[config.mk]
export PLATFORM = sky130hd
export DESIGN_NAME = arcadeSoundTop
export DESIGN_NICKNAME = d
export VERILOG_FILES = /design/src/verilog/arcadeIoPkg.sv /design/src/verilog/tickGenerator.sv /design/src/verilog/nmiTimer.sv /design/src/verilog/latchBusPort.sv /design/src/verilog/discreteSound.sv /design/src/verilog/arcadeSoundTop.sv
export SDC_FILE = /design/constraint.sdc
export NUM_CORES = 1
export LEC_CHECK = 0
export BUFFER_PORTS_ARGS = -buffer_cell sky130_fd_sc_hd__buf_2
export CORE_MARGIN = 2
export CORE_UTILIZATION = 60
export CTS_CLUSTER_SIZE = 30
export DETAILED_ROUTE_END_ITERATION = 10
export GPL_TIMING_DRIVEN = 0
export HOLD_SLACK_MARGIN = 0.08
export MAX_ROUTING_LAYER = met4
export PLACE_DENSITY = 0.85
export SYNTH_ARGS = -nofsm -noshare
export SYNTH_HDL_FRONTEND = slang
export SYNTH_HIERARCHICAL = 1
export SYNTH_SLANG_ARGS = --single-unit
[constraint.sdc]
create_clock -name clk -period 4.8 [get_ports clk]
set_input_delay 0.48 -clock clk [delete_from_list [all_inputs] [get_ports clk]]
set_output_delay 0.48 -clock clk [all_outputs]
set_load 0.1 [all_outputs]
[src/verilog/arcadeIoPkg.sv]
package arcadeIoPkg;

  ////////////////////////////////////////////////////////////
  // Clock-enable divider
  ////////////////////////////////////////////////////////////
  localparam int cpuTickPeriod   = 16;
  localparam int cpuTickReload   = 8;
  localparam int soundTickPeriod = 8192;
  localparam int soundTickReload = 4096;
  localparam int nmiTickPeriod   = 16384;
  localparam int nmiTickReload   = 8192;

  // Counter widths give the wrap for free
  localparam int cpuCountWidth   = $clog2(cpuTickPeriod);
  localparam int soundCountWidth = $clog2(soundTickPeriod);
  localparam int nmiCountWidth   = $clog2(nmiTickPeriod);

  typedef logic [cpuCountWidth-1:0]   cpuCount_t;
  typedef logic [soundCountWidth-1:0] soundCount_t;
  typedef logic [nmiCountWidth-1:0]   nmiCount_t;

  // NMI cadence counted in interrupt ticks
  localparam int nmiCycleLength = 14;
  localparam int nmiAssertCount = 12;
  typedef logic [$clog2(nmiCycleLength)-1:0] nmiCycle_t;

  ////////////////////////////////////////////////////////////
  // CPU bus map
  ////////////////////////////////////////////////////////////
  localparam logic [15:0] bzLatchAddr       = 16'h1840;
  localparam logic [15:0] rbLatchAddr       = 16'h1808;
  localparam logic [15:0] bzPokeyBase       = 16'h1820;
  localparam logic [15:0] rbPokeyBase       = 16'h1810;
  localparam logic [15:0] tempestPokey0Base = 16'h60C0;
  localparam logic [15:0] tempestPokey1Base = 16'h60D0;
  // POKEY windows are 16 bytes
  localparam int pokeyWindowBits = 4;

  // Battlezone noise generator
  localparam int lfsrWidth   = 16;
  localparam int lfsrTapLow  = 3;
  localparam int lfsrTapHigh = 14;

  typedef enum logic [1:0] {modeBattlezone, modeRedBaron, modeTempest} gameMode_t;

  typedef struct packed {logic cpuTick; logic soundTick; logic nmiTick;} tickBus_t;

  typedef struct packed {
    logic        psel;
    logic        penable;
    logic        pwrite;
    logic [15:0] paddr;
    logic [7:0]  pwdata;
  } apbReq_t;

  typedef struct packed {logic pready; logic [7:0] prdata;} apbRsp_t;

  typedef struct packed {logic [7:0] bzLatch; logic [7:0] rbLatch;} latchBus_t;

endpackage

[src/verilog/tickGenerator.sv]
`timescale 1ns/1ps

module tickGenerator (
  input  logic                  clk,
  input  logic                  rst,
  output arcadeIoPkg::tickBus_t ticks
);

  arcadeIoPkg::cpuCount_t   cpuCount;
  arcadeIoPkg::soundCount_t soundCount;
  arcadeIoPkg::nmiCount_t   nmiCount;
  logic                     soundArmed;

  // Free-running counters preset during reset
  always_ff @(posedge clk) begin
    if (rst) begin
      cpuCount   <= arcadeIoPkg::cpuCount_t'(arcadeIoPkg::cpuTickReload);
      soundCount <= arcadeIoPkg::soundCount_t'(arcadeIoPkg::soundTickReload);
      nmiCount   <= arcadeIoPkg::nmiCount_t'(arcadeIoPkg::nmiTickReload);
    end else begin
      cpuCount   <= cpuCount + 1'b1;
      soundCount <= soundCount + 1'b1;
      nmiCount   <= nmiCount + 1'b1;
    end
  end

  // Sound counter starts on its match value, so skip that first match
  always_ff @(posedge clk) begin
    if (rst) begin
      soundArmed <= 1'b0;
    end else if (soundCount != arcadeIoPkg::soundCount_t'(arcadeIoPkg::soundTickReload)) begin
      soundArmed <= 1'b1;
    end
  end

  always_comb begin
    ticks.cpuTick   = (cpuCount == arcadeIoPkg::cpuCount_t'(arcadeIoPkg::cpuTickReload - 1));
    ticks.soundTick = soundArmed &&
                      (soundCount == arcadeIoPkg::soundCount_t'(arcadeIoPkg::soundTickReload));
    ticks.nmiTick   = (nmiCount == arcadeIoPkg::nmiCount_t'(arcadeIoPkg::nmiTickReload - 1));
  end

  ////////////////////////////////////////////////////////////
  // Checks
  ////////////////////////////////////////////////////////////
  // Enables are single-cycle pulses
  cpuTickPulse: assert property (@(posedge clk) disable iff (rst)
    ticks.cpuTick |=> !ticks.cpuTick);

  nmiTickPulse: assert property (@(posedge clk) disable iff (rst)
    ticks.nmiTick |=> !ticks.nmiTick);

endmodule

[src/verilog/nmiTimer.sv]
`timescale 1ns/1ps

module nmiTimer (
  input  logic                  clk,
  input  logic                  rst,
  input  arcadeIoPkg::tickBus_t ticks,
  output logic                  nmi
);

  arcadeIoPkg::nmiCycle_t nmiCount;

  // One interrupt tick of NMI in every cycle of 14
  always_ff @(posedge clk) begin
    if (rst) begin
      nmiCount <= '0;
      nmi      <= 1'b0;
    end else if (ticks.nmiTick) begin
      nmi <= (nmiCount == arcadeIoPkg::nmiCycle_t'(arcadeIoPkg::nmiAssertCount));
      if (nmiCount == arcadeIoPkg::nmiCycle_t'(arcadeIoPkg::nmiCycleLength - 1)) begin
        nmiCount <= '0;
      end else begin
        nmiCount <= nmiCount + 1'b1;
      end
    end
  end

  // NMI edges line up with the interrupt tick
  nmiOnTick: assert property (@(posedge clk) disable iff (rst)
    $changed(nmi) |-> $past(ticks.nmiTick));

endmodule

[src/verilog/latchBusPort.sv]
`timescale 1ns/1ps

module latchBusPort (
  input  logic                   clk,
  input  logic                   rst,
  input  arcadeIoPkg::tickBus_t  ticks,
  input  arcadeIoPkg::gameMode_t mode,
  input  arcadeIoPkg::apbReq_t   apbReq,
  output arcadeIoPkg::apbRsp_t   apbRsp,
  output logic [1:0]             pokeyCs,
  output arcadeIoPkg::latchBus_t latches
);

  logic       accessPhase;
  logic       xferDone;
  logic       bzHit;
  logic       rbHit;
  logic [7:0] readData;

  // True when addr falls in the 16-byte window at base
  function automatic logic inWindow(input logic [15:0] addr, input logic [15:0] base);
    inWindow = (addr[15:arcadeIoPkg::pokeyWindowBits] ==
                base[15:arcadeIoPkg::pokeyWindowBits]);
  endfunction

  ////////////////////////////////////////////////////////////
  // APB handshake
  ////////////////////////////////////////////////////////////
  assign accessPhase = apbReq.psel && apbReq.penable;
  // Access phase waits for the CPU tick
  assign xferDone    = accessPhase && ticks.cpuTick;

  assign bzHit = (apbReq.paddr == arcadeIoPkg::bzLatchAddr);
  assign rbHit = (apbReq.paddr == arcadeIoPkg::rbLatchAddr);

  // Output latches ignore other addresses
  always_ff @(posedge clk) begin
    if (rst) begin
      latches <= '0;
    end else if (xferDone && apbReq.pwrite) begin
      if (bzHit) begin
        latches.bzLatch <= apbReq.pwdata;
      end
      if (rbHit) begin
        latches.rbLatch <= apbReq.pwdata;
      end
    end
  end

  // Readback mux
  always_comb begin
    if (bzHit) begin
      readData = latches.bzLatch;
    end else if (rbHit) begin
      readData = latches.rbLatch;
    end else begin
      readData = '0;
    end
  end

  assign apbRsp.pready = xferDone;
  assign apbRsp.prdata = (apbReq.psel && !apbReq.pwrite) ? readData : 8'h00;

  ////////////////////////////////////////////////////////////
  // POKEY chip selects
  ////////////////////////////////////////////////////////////
  always_comb begin
    pokeyCs = 2'b00;
    if (apbReq.psel) begin
      case (mode)
        arcadeIoPkg::modeBattlezone: begin
          pokeyCs[0] = inWindow(apbReq.paddr, arcadeIoPkg::bzPokeyBase);
        end
        arcadeIoPkg::modeRedBaron: begin
          pokeyCs[0] = inWindow(apbReq.paddr, arcadeIoPkg::rbPokeyBase);
        end
        arcadeIoPkg::modeTempest: begin
          // Tempest is the only board with a second POKEY
          pokeyCs[0] = inWindow(apbReq.paddr, arcadeIoPkg::tempestPokey0Base);
          pokeyCs[1] = inWindow(apbReq.paddr, arcadeIoPkg::tempestPokey1Base);
        end
        default: begin
          pokeyCs = 2'b00;
        end
      endcase
    end
  end

  // Completion only in an access phase that followed a setup phase
  readyInAccess: assert property (@(posedge clk) disable iff (rst)
    apbRsp.pready |-> accessPhase && $past(apbReq.psel));

  tempestOnlyCs1: assert property (@(posedge clk) disable iff (rst)
    (mode != arcadeIoPkg::modeTempest) |-> !pokeyCs[1]);

endmodule

[src/verilog/discreteSound.sv]
`timescale 1ns/1ps

module discreteSound (
  input  logic                   clk,
  input  logic                   rst,
  input  arcadeIoPkg::tickBus_t  ticks,
  input  arcadeIoPkg::gameMode_t mode,
  input  arcadeIoPkg::latchBus_t latches,
  output logic [7:0]             jd,
  output logic [7:0]             audioSel,
  output logic                   ampSd
);

  logic [arcadeIoPkg::lfsrWidth-1:0] lfsr;
  logic                              feedback;
  logic                              tone0;
  logic                              tone1;
  logic                              ampOn;

  // Latch bit 5 enables the amplifier
  assign ampOn    = latches.bzLatch[5];
  assign feedback = ~(lfsr[arcadeIoPkg::lfsrTapLow] ^ lfsr[arcadeIoPkg::lfsrTapHigh]);

  ////////////////////////////////////////////////////////////
  // Noise and tone generation
  ////////////////////////////////////////////////////////////
  always_ff @(posedge clk) begin
    if (rst) begin
      lfsr <= '0;
    end else if (ticks.soundTick) begin
      if (!ampOn) begin
        lfsr <= '0;
      end else begin
        lfsr <= {lfsr[arcadeIoPkg::lfsrWidth-2:0], feedback};
      end
    end
  end

  // Tones follow the old LFSR state
  always_ff @(posedge clk) begin
    if (rst) begin
      tone0 <= 1'b0;
      tone1 <= 1'b0;
    end else if (ticks.soundTick) begin
      if (lfsr[arcadeIoPkg::lfsrWidth-1]) begin
        tone0 <= ~tone0;
      end
      if (!(&lfsr[14:11])) begin
        tone1 <= ~tone1;
      end
    end
  end

  // Pins are active low
  always_comb begin
    jd[0] = ~latches.bzLatch[3];
    jd[1] = ~latches.bzLatch[2];
    jd[2] = ~tone0;
    jd[3] = ~latches.bzLatch[1];
    jd[4] = ~latches.bzLatch[0];
    jd[5] = ~tone1;
    // Motor outputs only with the amp on
    if (ampOn) begin
      jd[6] = ~latches.bzLatch[7];
      jd[7] = ~latches.bzLatch[4];
    end else begin
      jd[6] = 1'b1;
      jd[7] = 1'b1;
    end
  end

  assign audioSel = (mode == arcadeIoPkg::modeRedBaron) ? latches.rbLatch : latches.bzLatch;
  assign ampSd    = ampOn;

  // One LFSR step per sound tick
  soundTickPulse: assert property (@(posedge clk) disable iff (rst)
    ticks.soundTick |=> !ticks.soundTick);

endmodule

[src/verilog/arcadeSoundTop.sv]
`timescale 1ns/1ps

module arcadeSoundTop (
  input  logic                   clk,
  input  logic                   rst,
  input  arcadeIoPkg::gameMode_t mode,
  input  arcadeIoPkg::apbReq_t   apbReq,
  output arcadeIoPkg::apbRsp_t   apbRsp,
  output logic [1:0]             pokeyCs,
  output logic                   nmi,
  output logic [7:0]             jd,
  output logic [7:0]             audioSel,
  output logic                   ampSd
);

  // Shared enables and latch contents
  arcadeIoPkg::tickBus_t  ticks;
  arcadeIoPkg::latchBus_t latches;

  tickGenerator tickGen (
    .clk   (clk),
    .rst   (rst),
    .ticks (ticks)
  );

  nmiTimer nmiGen (
    .clk   (clk),
    .rst   (rst),
    .ticks (ticks),
    .nmi   (nmi)
  );

  ////////////////////////////////////////////////////////////
  // CPU side
  ////////////////////////////////////////////////////////////
  latchBusPort busPort (
    .clk     (clk),
    .rst     (rst),
    .ticks   (ticks),
    .mode    (mode),
    .apbReq  (apbReq),
    .apbRsp  (apbRsp),
    .pokeyCs (pokeyCs),
    .latches (latches)
  );

  ////////////////////////////////////////////////////////////
  // Sound side
  ////////////////////////////////////////////////////////////
  discreteSound sound (
    .clk      (clk),
    .rst      (rst),
    .ticks    (ticks),
    .mode     (mode),
    .latches  (latches),
    .jd       (jd),
    .audioSel (audioSel),
    .ampSd    (ampSd)
  );

endmodule

==> results of run 1 <==
## final timing paths
path	to	depth (start not counted)
setup / recovery	apbRsp[7]	8
hold / removal	busPort/latches[9]$_SDFFE_PP0P_	3
setup reg to reg	busPort/latches[8]$_SDFFE_PP0P_	7
hold reg to reg	tickGen/cpuCount[0]$_SDFF_PP0_	1
## Yosys cell counts, types with 2 or more instances
master / n
dfxtp_1: 71
a21oi_1: 45
nand2_1: 33
nand3_1: 29
o21ai_0: 26
nand4_1: 21
nor2_1: 18
inv_1: 15
buf_2: 11
nor2b_1: 9
a22o_2: 8
ha_1: 8
nor4_1: 8
xnor2_1: 8
mux2_2: 7
o31ai_1: 7
or3_1: 7
or4_1: 7
clkbuf_1: 6
xor2_1: 5
buf_4: 4
buf_6: 4
and3_1: 3
and3b_1: 3
and4bb_2: 3
nand2b_1: 3
nand3b_1: 3
nor4bb_1: 3
and2_1: 2
buf_1: 2
mux2i_1: 2
## power by group through the flow
stage	sequential (mW)	clock, mW	combinational [mW]
detailed placement	0.618	0	0.0846
global placement	0.617	0	0.0822
CTS	0.604	0.539	0.0855
global route	0.606	0.564	0.0944
finish	0.604	0.528	0.0859
floorplan	0.616	0	0.0544
## state kept, by name (all words and copies together) (netlist names)
| register | count |
|---|---|
| busPort/latches | 16 |
| nmiGen/nmi | 1 |
| nmiGen/nmiCount | 4 |
| sound/lfsr | 16 |
| sound/tone0 | 1 |
| sound/tone1 | 1 |
| tickGen/cpuCount | 4 |
| tickGen/nmiCount | 14 |
| tickGen/soundArmed | 1 |
| tickGen/soundCount | 13 |
## worst max-delay path: stages
cell and delay, ps:
buf_2 100, nor4_1 370, and2_1 170, buf_2 190, and4bb_2 230, buf_2 200
a22o_2 170, buf_2 410
## area by class of cell
type                            count  area share (%)
Clock buffer                       10           3.125
Buffer                             28           4.044
Tap cell                           72           2.206
Timing Repair Buffer               59           7.230
Multi-Input combinational cell    288           44.79
Clock inverter                      6           2.267
Sequential cell                    71           34.80
Inverter                           16           1.532
## routing by layer
metal,wire (µm),up-vias
li1,-,1600
met1,3349,1499
met2,3646,121
met3,541,23
met4,178,0
met5,0,-
## cells by family (layout without fill, tap and decap cells)
group | Yosys count | count (layout) | share of synthesized area [%]
and+or+nand+nor | 165 | 165 | 27.70
adders and majority gates | 8 | 8 | 2.878
xor gates and xnor gates | 13 | 13 | 3.273
DFF | 71 | 71 | 40.86
AOI/OAI and AO/OA | 93 | 93 | 15.90
muxes | 9 | 9 | 2.842
buffers and inverters | 44 | 119 | 6.547
## through the flow
step	worst slack, ps	total power [mW]	std cells	instance area, µm²
after floorplan	1085	0.6707	403	3478
after global placement	2042	0.6995	534	3864
after detailed placement	2030	0.7023	534	3864
after CTS	2025	1.228	550	4084
after global routing	1865	1.264	550	4084
final	1986	1.217	550	4084
==> metrics.txt, run 1 <==
outcome complete, no violations; sw frac 23.97%; power share of the clock group 43.3%; Cell Int Power 0.9256 mW; worst slew margin relative to its limit 66.35%; commonest non-fill, non-tap cell in the layout dfxtp_1; most frequent cells in the layout dfxtp_1 (71), buf_2 (70), a21oi_1 (45); Post-CTS Hold Fix Bufs 0; Final period util 58.63%; antenna violations before repair 0; ANT nets after route 0; Starting Density 62.78%; clk buf depth 2; Die Width 80.14 µm; ys async rst share 0%; total CTS buffers 9; Unique masters post-synth 53; vias in the first global route 2880; htree depth 3; CTS resizes 0; drt drc 0; global-route wire length before repair 12880 µm; FF+latch count, synth 71; GR Util met2 41.67%; HPWL after DPL 5410 µm; Top-Level Pins 60; Seq/Total Area, Yosys 40.86%; Comb power frac 7.1%; share of Yosys cell area claimed by the top area cell type 40.86%; power per cell area 298.1 mW/mm²; clock transition at the registers of the reported paths 80 ps; Final Hold Fails 0; drt wl/cell 14.03 µm; clock sink count 71; core outline area 0.005540 mm²; drt first pass iters 5; clock skew 11.77 ps; setup violators final 0; Final Util 73.71%; Routed WL 7715 µm; TNS Setup 0 ps; die height 80.14 µm; RSZ-0062 raised after global routing false; area occupied by multi-input gates 0.001829 mm²; Avg Inst Size Synth 8.631 µm²; Hold Crit Start apbReq[1]; dominant cell type by area after synthesis dfxtp_1; syn nets 442; Reg area 0.001421 mm²; CP Capture Type output pin; Post-Synthesis Cell Area 0.003478 mm²; row count 27; # fillers 414; min cycle time layout 2814 ps; R2R Setup Slk 2760 ps; Req. time, crit path 4320 ps; WHS 405.1 ps; final max-slew violation count 0; CP max FO 9; grt total ovfl 0; met3 capacity usage during global routing 6.180%; Leak Pwr 1.557 nW; vias 3243; number of synthesized flops with an enable pin 0; GRT met1 Usage 31.19%; Most Crowded Layer GR met2; YS warnings 6; GPL Wtd Cong 0.8695; max_cap viols 0; area grow syn2layout 17.41%; CP Launch Point apbReq[9]; net switching power 0.2918 mW; share of cells above drive strength 1 24.69%; CTS tree yes; highest clock rate 0.3553 GHz; worst slew pin tran 500.1 ps; post-CTS setup buffer count 0; crit path launch type input port; reg2reg start tickGen/cpuCount[0]$_SDFF_PP0_; 1st-iter DRT viols 194; Worst VDD drop 0.1708 mV; ys flop type dfxtp_1; Via density 5.896; gate count of the mapped netlist 403; worst skew pair latency 340 ps; Area contributors post-synth dfxtp_1 (41%), a21oi_1 (6.5%), nand3_1 (4.2%); Port-buffer cells 59; largest net degree at the start of global routing 14; CP Data Arrival Time 2330 ps; die area 0.006422 mm²; Sequential Power Share 49.6%; WS Path Type in2out; Inserted Diodes 0; worst hold path class in2reg; nets 512; CTS root buf clkbuf_8; Total Routing Usage GR 25.74%
Note: power is estimated with default switching activity, not from simulation.
==> inputs of run 2 (changes only) <==
--- a/config.mk
+++ b/config.mk
@@ -7,13 +7,13 @@
 export LEC_CHECK = 0
 export BUFFER_PORTS_ARGS = -buffer_cell sky130_fd_sc_hd__buf_2
 export CORE_MARGIN = 2
-export CORE_UTILIZATION = 60
+export CORE_UTILIZATION = 56
 export CTS_CLUSTER_SIZE = 30
 export DETAILED_ROUTE_END_ITERATION = 10
 export GPL_TIMING_DRIVEN = 0
 export HOLD_SLACK_MARGIN = 0.08
 export MAX_ROUTING_LAYER = met4
-export PLACE_DENSITY = 0.85
+export PLACE_DENSITY = 0.8
 export SYNTH_ARGS = -nofsm -noshare
 export SYNTH_HDL_FRONTEND = slang
 export SYNTH_HIERARCHICAL = 1
==> constraint.sdc (replaced) <==
create_clock -name clk -period 2.59 [get_ports clk]
set_input_delay 0.259 -clock clk [delete_from_list [all_inputs] [get_ports clk]]
set_output_delay 0.259 -clock clk [all_outputs]
set_load 0.1 [all_outputs]
==> run 2 against run 1 <==
Compared with the run above: register-to-register slack lost 2300 ps; setup slack got worse by 1700 ps; sequential cell count stayed put; clock power grew 88%; utilization shrank 4.7 points; die area is 6.8% higher; critical path depth fell by 3; non-clock buffer count stayed put; power up 87%.
==> metrics.txt, run 2 (synthesis gave the netlist of run 1 again) <==
min cycle time layout 2296 ps; grt total ovfl 0 (unchanged); Die Width 82.81 µm (was 80.14 µm); Routed WL 7284 µm (was 7715 µm); area grow syn2layout 18.20% (was 17.41%); nets 512 (unchanged); Req. time, crit path 2330 ps (was 4320 ps); most frequent cells in the layout dfxtp_1 (71), buf_2 (70), a21oi_1 (45) (unchanged); TNS Setup 0 ps (unchanged); worst skew pair latency 340 ps (about the same); drt wl/cell 13.17 µm (was 14.03 µm); CP Capture Type output pin (unchanged); CP max FO 5 (was 9); Final WS setup 294.5 ps (was 1986 ps); crit path launch type input port (unchanged); vias in the first global route 2824 (was 2880); drt first pass iters 4 (was 5); htree depth 3 (unchanged); Inserted Diodes 0 (unchanged); largest net degree at the start of global routing 15 (was 14); setup violators final 0 (unchanged); CTS resizes 0 (unchanged); ANT nets after route 0 (unchanged); WS Path Type in2out (unchanged); row count 28 (was 27); die height 82.81 µm (was 80.14 µm); worst hold path class in2reg (unchanged); final max-slew violation count 0 (unchanged); Port-buffer cells 59 (unchanged); total CTS buffers 9 (unchanged); Total Routing Usage GR 22.17% (was 25.74%); clock skew 10.42 ps (was 11.77 ps); CTS tree yes (unchanged); Final Hold Fails 0 (unchanged); Starting Density 58.40% (was 62.78%); CP Data Arrival Time 2040 ps (was 2330 ps); antenna violations before repair 0 (unchanged); R2R Setup Slk 490 ps (was 2760 ps); RSZ-0062 raised after global routing false (unchanged); commonest non-fill, non-tap cell in the layout dfxtp_1 (unchanged); core outline area 0.005956 mm² (was 0.005540 mm²); clock transition at the registers of the reported paths 70 ps (was 80 ps); 1st-iter DRT viols 188 (was 194); Post-CTS Hold Fix Bufs 0 (unchanged); Leak Pwr 1.564 nW (was 1.557 nW); outcome complete, no violations (unchanged); GPL Wtd Cong 0.9344 (was 0.8695); clk buf depth 2 (unchanged); worst slew pin tran 485.2 ps (was 500.1 ps); die area 0.006858 mm² (was 0.006422 mm²); Via density 5.743 (was 5.896); Final period util 88.63%; global-route wire length before repair 12570 µm (was 12880 µm); max_cap viols 0 (unchanged); DP Worst Slack 305.1 ps (was 2030 ps); post-CTS setup buffer count 0 (unchanged); power per cell area 552.6 mW/mm² (was 298.1 mW/mm²); highest clock rate 0.4356 GHz; drt drc 0 (unchanged); Top-Level Pins 60 (unchanged); vias 3176 (was 3243); Worst VDD drop 0.3826 mV (was 0.1708 mV); share of cells above drive strength 1 25.10% (was 24.69%); CTS root buf clkbuf_8 (unchanged); HPWL after DPL 5267 µm (was 5410 µm); worst slew margin relative to its limit 67.65% (was 66.35%); Top Registers busPort/latches (16), sound/lfsr (16), tickGen/nmiCount (14) (unchanged); clock sink count 71 (unchanged)
[run 2: worst paths after layout]
kind              depth (start not counted)                      startpoint                         endpoint
setup / recovery                          5                      apbReq[22]                       pokeyCs[0]
hold / removal                            3                       apbReq[4]  busPort/latches[4]$_SDFFE_PP0P_
setup reg to reg                          7  tickGen/cpuCount[0]$_SDFF_PP0_  busPort/latches[6]$_SDFFE_PP0P_
hold reg to reg                           1  tickGen/cpuCount[0]$_SDFF_PP0_   tickGen/cpuCount[0]$_SDFF_PP0_
[run 2: layer usage]
metal	global-route usage (%)	vias to the layer above	share of wire [%]
met1	28.29	1447	45
li1	-	1604	-
met4	8.495	0	1.6
met5	-	-	0
met3	4.274	14	6.2
met2	34.97	111	47
[run 2: area by class of cell]
class / count / area [µm²]
plain buffers: 28 / 165.2
clock buffers: 9 / 123.9
clock inverters: 7 / 102.6
fillers: 479 / 1844
inverters: 16 / 62.56
multi-input cells: 288 / 1847
flip-flops and latches: 71 / 1421
well taps: 75 / 93.84
repair buffers: 59 / 295.3
[run 2: worst max-delay path, stage by stage]
cell       delay [ps]
buf_2             100
and4bb_2          340
or4b_1            490
a2111oi_4         360
buf_2             480
[run 2: report_power, final]
| group | total (mW) | leakage [nW] | switching (mW) | internal [mW] |
|---|---|---|---|---|
| clock network | 0.994 | 0.110 | 0.442 | 0.552 |
| logic | 0.159 | 0.880 | 0.0991 | 0.0602 |
| registers | 1.12 | 0.574 | 0.0126 | 1.11 |
[run 2: metrics by stage]
| step | hold WS, ps | total power [mW] | util, % | area [µm²] | cells |
|---|---|---|---|---|---|
| 2_1_floorplan | 331.4 | 1.245 | - | 3496 | 403 |
| 3_3_place_gp | 430.8 | 1.299 | 65.23 | 3885 | 537 |
| 3_5_place_dp | 445.5 | 1.302 | 65.23 | 3885 | 537 |
| 4_1_cts | 166.7 | 2.295 | 69.03 | 4111 | 553 |
| 5_1_grt | 188.2 | 2.368 | 69.03 | 4111 | 553 |
| 6_report | 189.5 | 2.272 | 69.03 | 4111 | 553 |
==> inputs of run 3 (changes only) <==
--- a/config.mk
+++ b/config.mk
@@ -7,13 +7,14 @@
 export LEC_CHECK = 0
 export BUFFER_PORTS_ARGS = -buffer_cell sky130_fd_sc_hd__buf_2
 export CORE_MARGIN = 2
-export CORE_UTILIZATION = 56
+export CORE_UTILIZATION = 60
+export CTS_BUF_LIST = sky130_fd_sc_hd__clkbuf_4 sky130_fd_sc_hd__clkbuf_8 sky130_fd_sc_hd__clkbuf_16
 export CTS_CLUSTER_SIZE = 30
 export DETAILED_ROUTE_END_ITERATION = 10
 export GPL_TIMING_DRIVEN = 0
 export HOLD_SLACK_MARGIN = 0.08
 export MAX_ROUTING_LAYER = met4
-export PLACE_DENSITY = 0.8
+export PLACE_DENSITY = 0.85
 export SYNTH_ARGS = -nofsm -noshare
 export SYNTH_HDL_FRONTEND = slang
 export SYNTH_HIERARCHICAL = 1
==> constraint.sdc (replaced) <==
create_clock -name clk -period 2.78 [get_ports clk]
set_input_delay 0.278 -clock clk [delete_from_list [all_inputs] [get_ports clk]]
set_output_delay 0.278 -clock clk [all_outputs]
set_load 0.1 [all_outputs]
==> run 3 against run 2 <==
Compared with the run above: count of clock-buffer cells in the layout stayed put; sequential cell count did not move; setup slack improved by 140 ps; non-clock buffer count unchanged; worst hold slack improved by 13 ps; sequential power is 7% lower; wire length grew 1.3%; final cell count fell by 0.54%; power is 14% lower; first-iteration DRC count fell by 19%.
==> metrics.txt, run 3 (synthesis gave the netlist of run 1 again) <==
drt wl/cell 13.41 µm (was 13.17 µm); slowest stage delay, CP 410 ps (was 490 ps); Reg area 0.001421 mm² (unchanged); DP Worst Slack 444.0 ps (was 305.1 ps); CP Data Arrival Time 2070 ps (was 2040 ps); area grow syn2layout 17.01% (was 18.20%); Inserted Diodes 0 (unchanged); min cycle time layout 2350 ps; highest clock rate 0.4256 GHz; CP max FO 8 (was 5); clock sink count 71 (unchanged); GPL Wtd Cong 0.8670 (was 0.9344); Routed WL 7378 µm (was 7284 µm); CTS root buf clkbuf_8 (unchanged); R2R depth 7 (unchanged); CP max stage cell buf_2 (was or4b_1); RSZ-0062 raised after global routing false (unchanged); TNS Setup 0 ps (unchanged); max_cap viols 0 (unchanged); Die Width 80.14 µm (was 82.81 µm); worst-path cell chain buf_2 -> nor4_1 -> nand2_1 -> and4bb_2 -> buf_2 -> a22o_2 -> buf_2 (was buf_2 -> and4bb_2 -> or4b_1 -> a2111oi_4 -> buf_2); Final period util 84.52%; die height 80.14 µm (was 82.81 µm); CTS resizes 0 (unchanged); clk buf depth 2 (unchanged); power per cell area 479.8 mW/mm² (was 552.6 mW/mm²); Layout Cells excl Fill 550 (was 553); worst slew pin tran 494.7 ps (was 485.2 ps); Worst VDD drop 0.3876 mV (was 0.3826 mV); htree depth 3 (unchanged); die area 0.006422 mm² (was 0.006858 mm²); 1st-iter DRT viols 152 (was 188); final max-slew violation count 0 (unchanged); # fillers 411 (was 479); Final Hold Fails 0 (unchanged); clock transition at the registers of the reported paths 80 ps (was 70 ps); area occupied by multi-input gates 0.001847 mm² (unchanged); largest net degree at the start of global routing 16 (was 15); antenna violations before repair 0 (unchanged); CP Capture Type output pin (unchanged); most frequent cells in the layout dfxtp_1 (71), buf_2 (70), a21oi_1 (45) (unchanged); nets 512 (unchanged); worst hold path class in2reg (unchanged); vias in the first global route 2976 (was 2824); drt first pass iters 4 (unchanged); core outline area 0.005540 mm² (was 0.005956 mm²); vias 3232 (was 3176); Worst Hold Path Cells 3 (unchanged); total CTS buffers 9 (unchanged); HPWL after DPL 5373 µm (was 5267 µm); Cells after DPL 534 (was 537); share of cells above drive strength 1 25.10% (unchanged); Post-CTS Hold Fix Bufs 0 (unchanged); Leak Pwr 1.540 nW (was 1.564 nW); ANT nets after route 0 (unchanged); Top Registers busPort/latches (16), sound/lfsr (16), tickGen/nmiCount (14) (unchanged); Final Util 73.46% (was 69.03%); global-route wire length before repair 12390 µm (was 12570 µm); grt total ovfl 0 (unchanged); post-CTS setup buffer count 0 (unchanged); commonest non-fill, non-tap cell in the layout dfxtp_1 (unchanged); Req. time, crit path 2500 ps (was 2330 ps); worst skew pair latency 350 ps (was 340 ps); drt drc 0 (unchanged); Top-Level Pins 60 (unchanged); clock skew 15.72 ps (was 10.42 ps); worst slew margin relative to its limit 67.25% (was 67.65%); Via density 5.876 (was 5.743); setup violators final 0 (unchanged); WHS 202.4 ps (was 189.5 ps); outcome complete, no violations (unchanged); CTS tree yes (unchanged); Most common cell on crit path buf_2 (unchanged); Final WS setup 430.5 ps (was 294.5 ps); Starting Density 62.78% (was 58.40%); Port-buffer cells 59 (unchanged); WS Path Type in2out (unchanged); crit path launch type input port (unchanged); Total Routing Usage GR 24.68% (was 22.17%); row count 27 (was 28)
run 3: cell count changes in the layout (fill, tap and decap cells not counted):
cell        before  now
clkinv_4         2    0
inv_6            2    3
clkinvlp_4       1    3
clkinv_8         0    1
bufinv_16        2    0
run 3: path summary, 6_finish.rpt:
kind | start | to | slack (ps)
max | apbReq[18] | apbRsp[0] | 430
min | apbReq[4] | busPort/latches[4]$_SDFFE_PP0P_ | 200
max reg2reg | tickGen/cpuCount[0]$_SDFF_PP0_ | busPort/latches[11]$_SDFFE_PP0P_ | 810
min reg2reg | tickGen/cpuCount[0]$_SDFF_PP0_ | tickGen/cpuCount[0]$_SDFF_PP0_ | 450
run 3: layer usage:
layer	global-route usage (%)	part of all wire, %	vias to the layer above	routed length [µm]
met2	43.00	49	90	3593
met4	9.322	1.6	0	117
li1	-	-	1601	-
met5	-	0	-	0
met3	6.742	5.3	15	394
met1	26.84	44	1526	3272
run 3: worst max-delay path: cells and delay by family:
kind / cells / cell delay [ps]
AOI/OAI and AO/OA: 1 / 160
buffers and inverters: 3 / 700
and+or+nand+nor: 3 / 920
run 3: area by class of cell:
| cell class | instances | area share [%] |
|---|---|---|
| plain buffers | 28 | 4.058 |
| clock buffers | 9 | 3.043 |
| clock inverters | 7 | 1.599 |
| inverters | 16 | 1.537 |
| multi-input cells | 288 | 45.37 |
| flip-flops and latches | 71 | 34.92 |
| well taps | 72 | 2.213 |
| repair buffers | 59 | 7.255 |
run 3: where the power goes:
| part | internal [mW] | leakage [nW] | total, mW | switching [mW] |
|---|---|---|---|---|
| Sequential | 1.03 | 0.574 | 1.04 | 0.0120 |
| Combinational | 0.0559 | 0.880 | 0.149 | 0.0929 |
| Clock | 0.340 | 0.0856 | 0.762 | 0.422 |
run 3: metrics by stage:
step	power, mW	area, µm²
finish	1.953	4070
global route	2.038	4070
CTS	1.969	4070
detailed placement	1.215	3881
global placement	1.209	3881
floorplan	1.160	3496
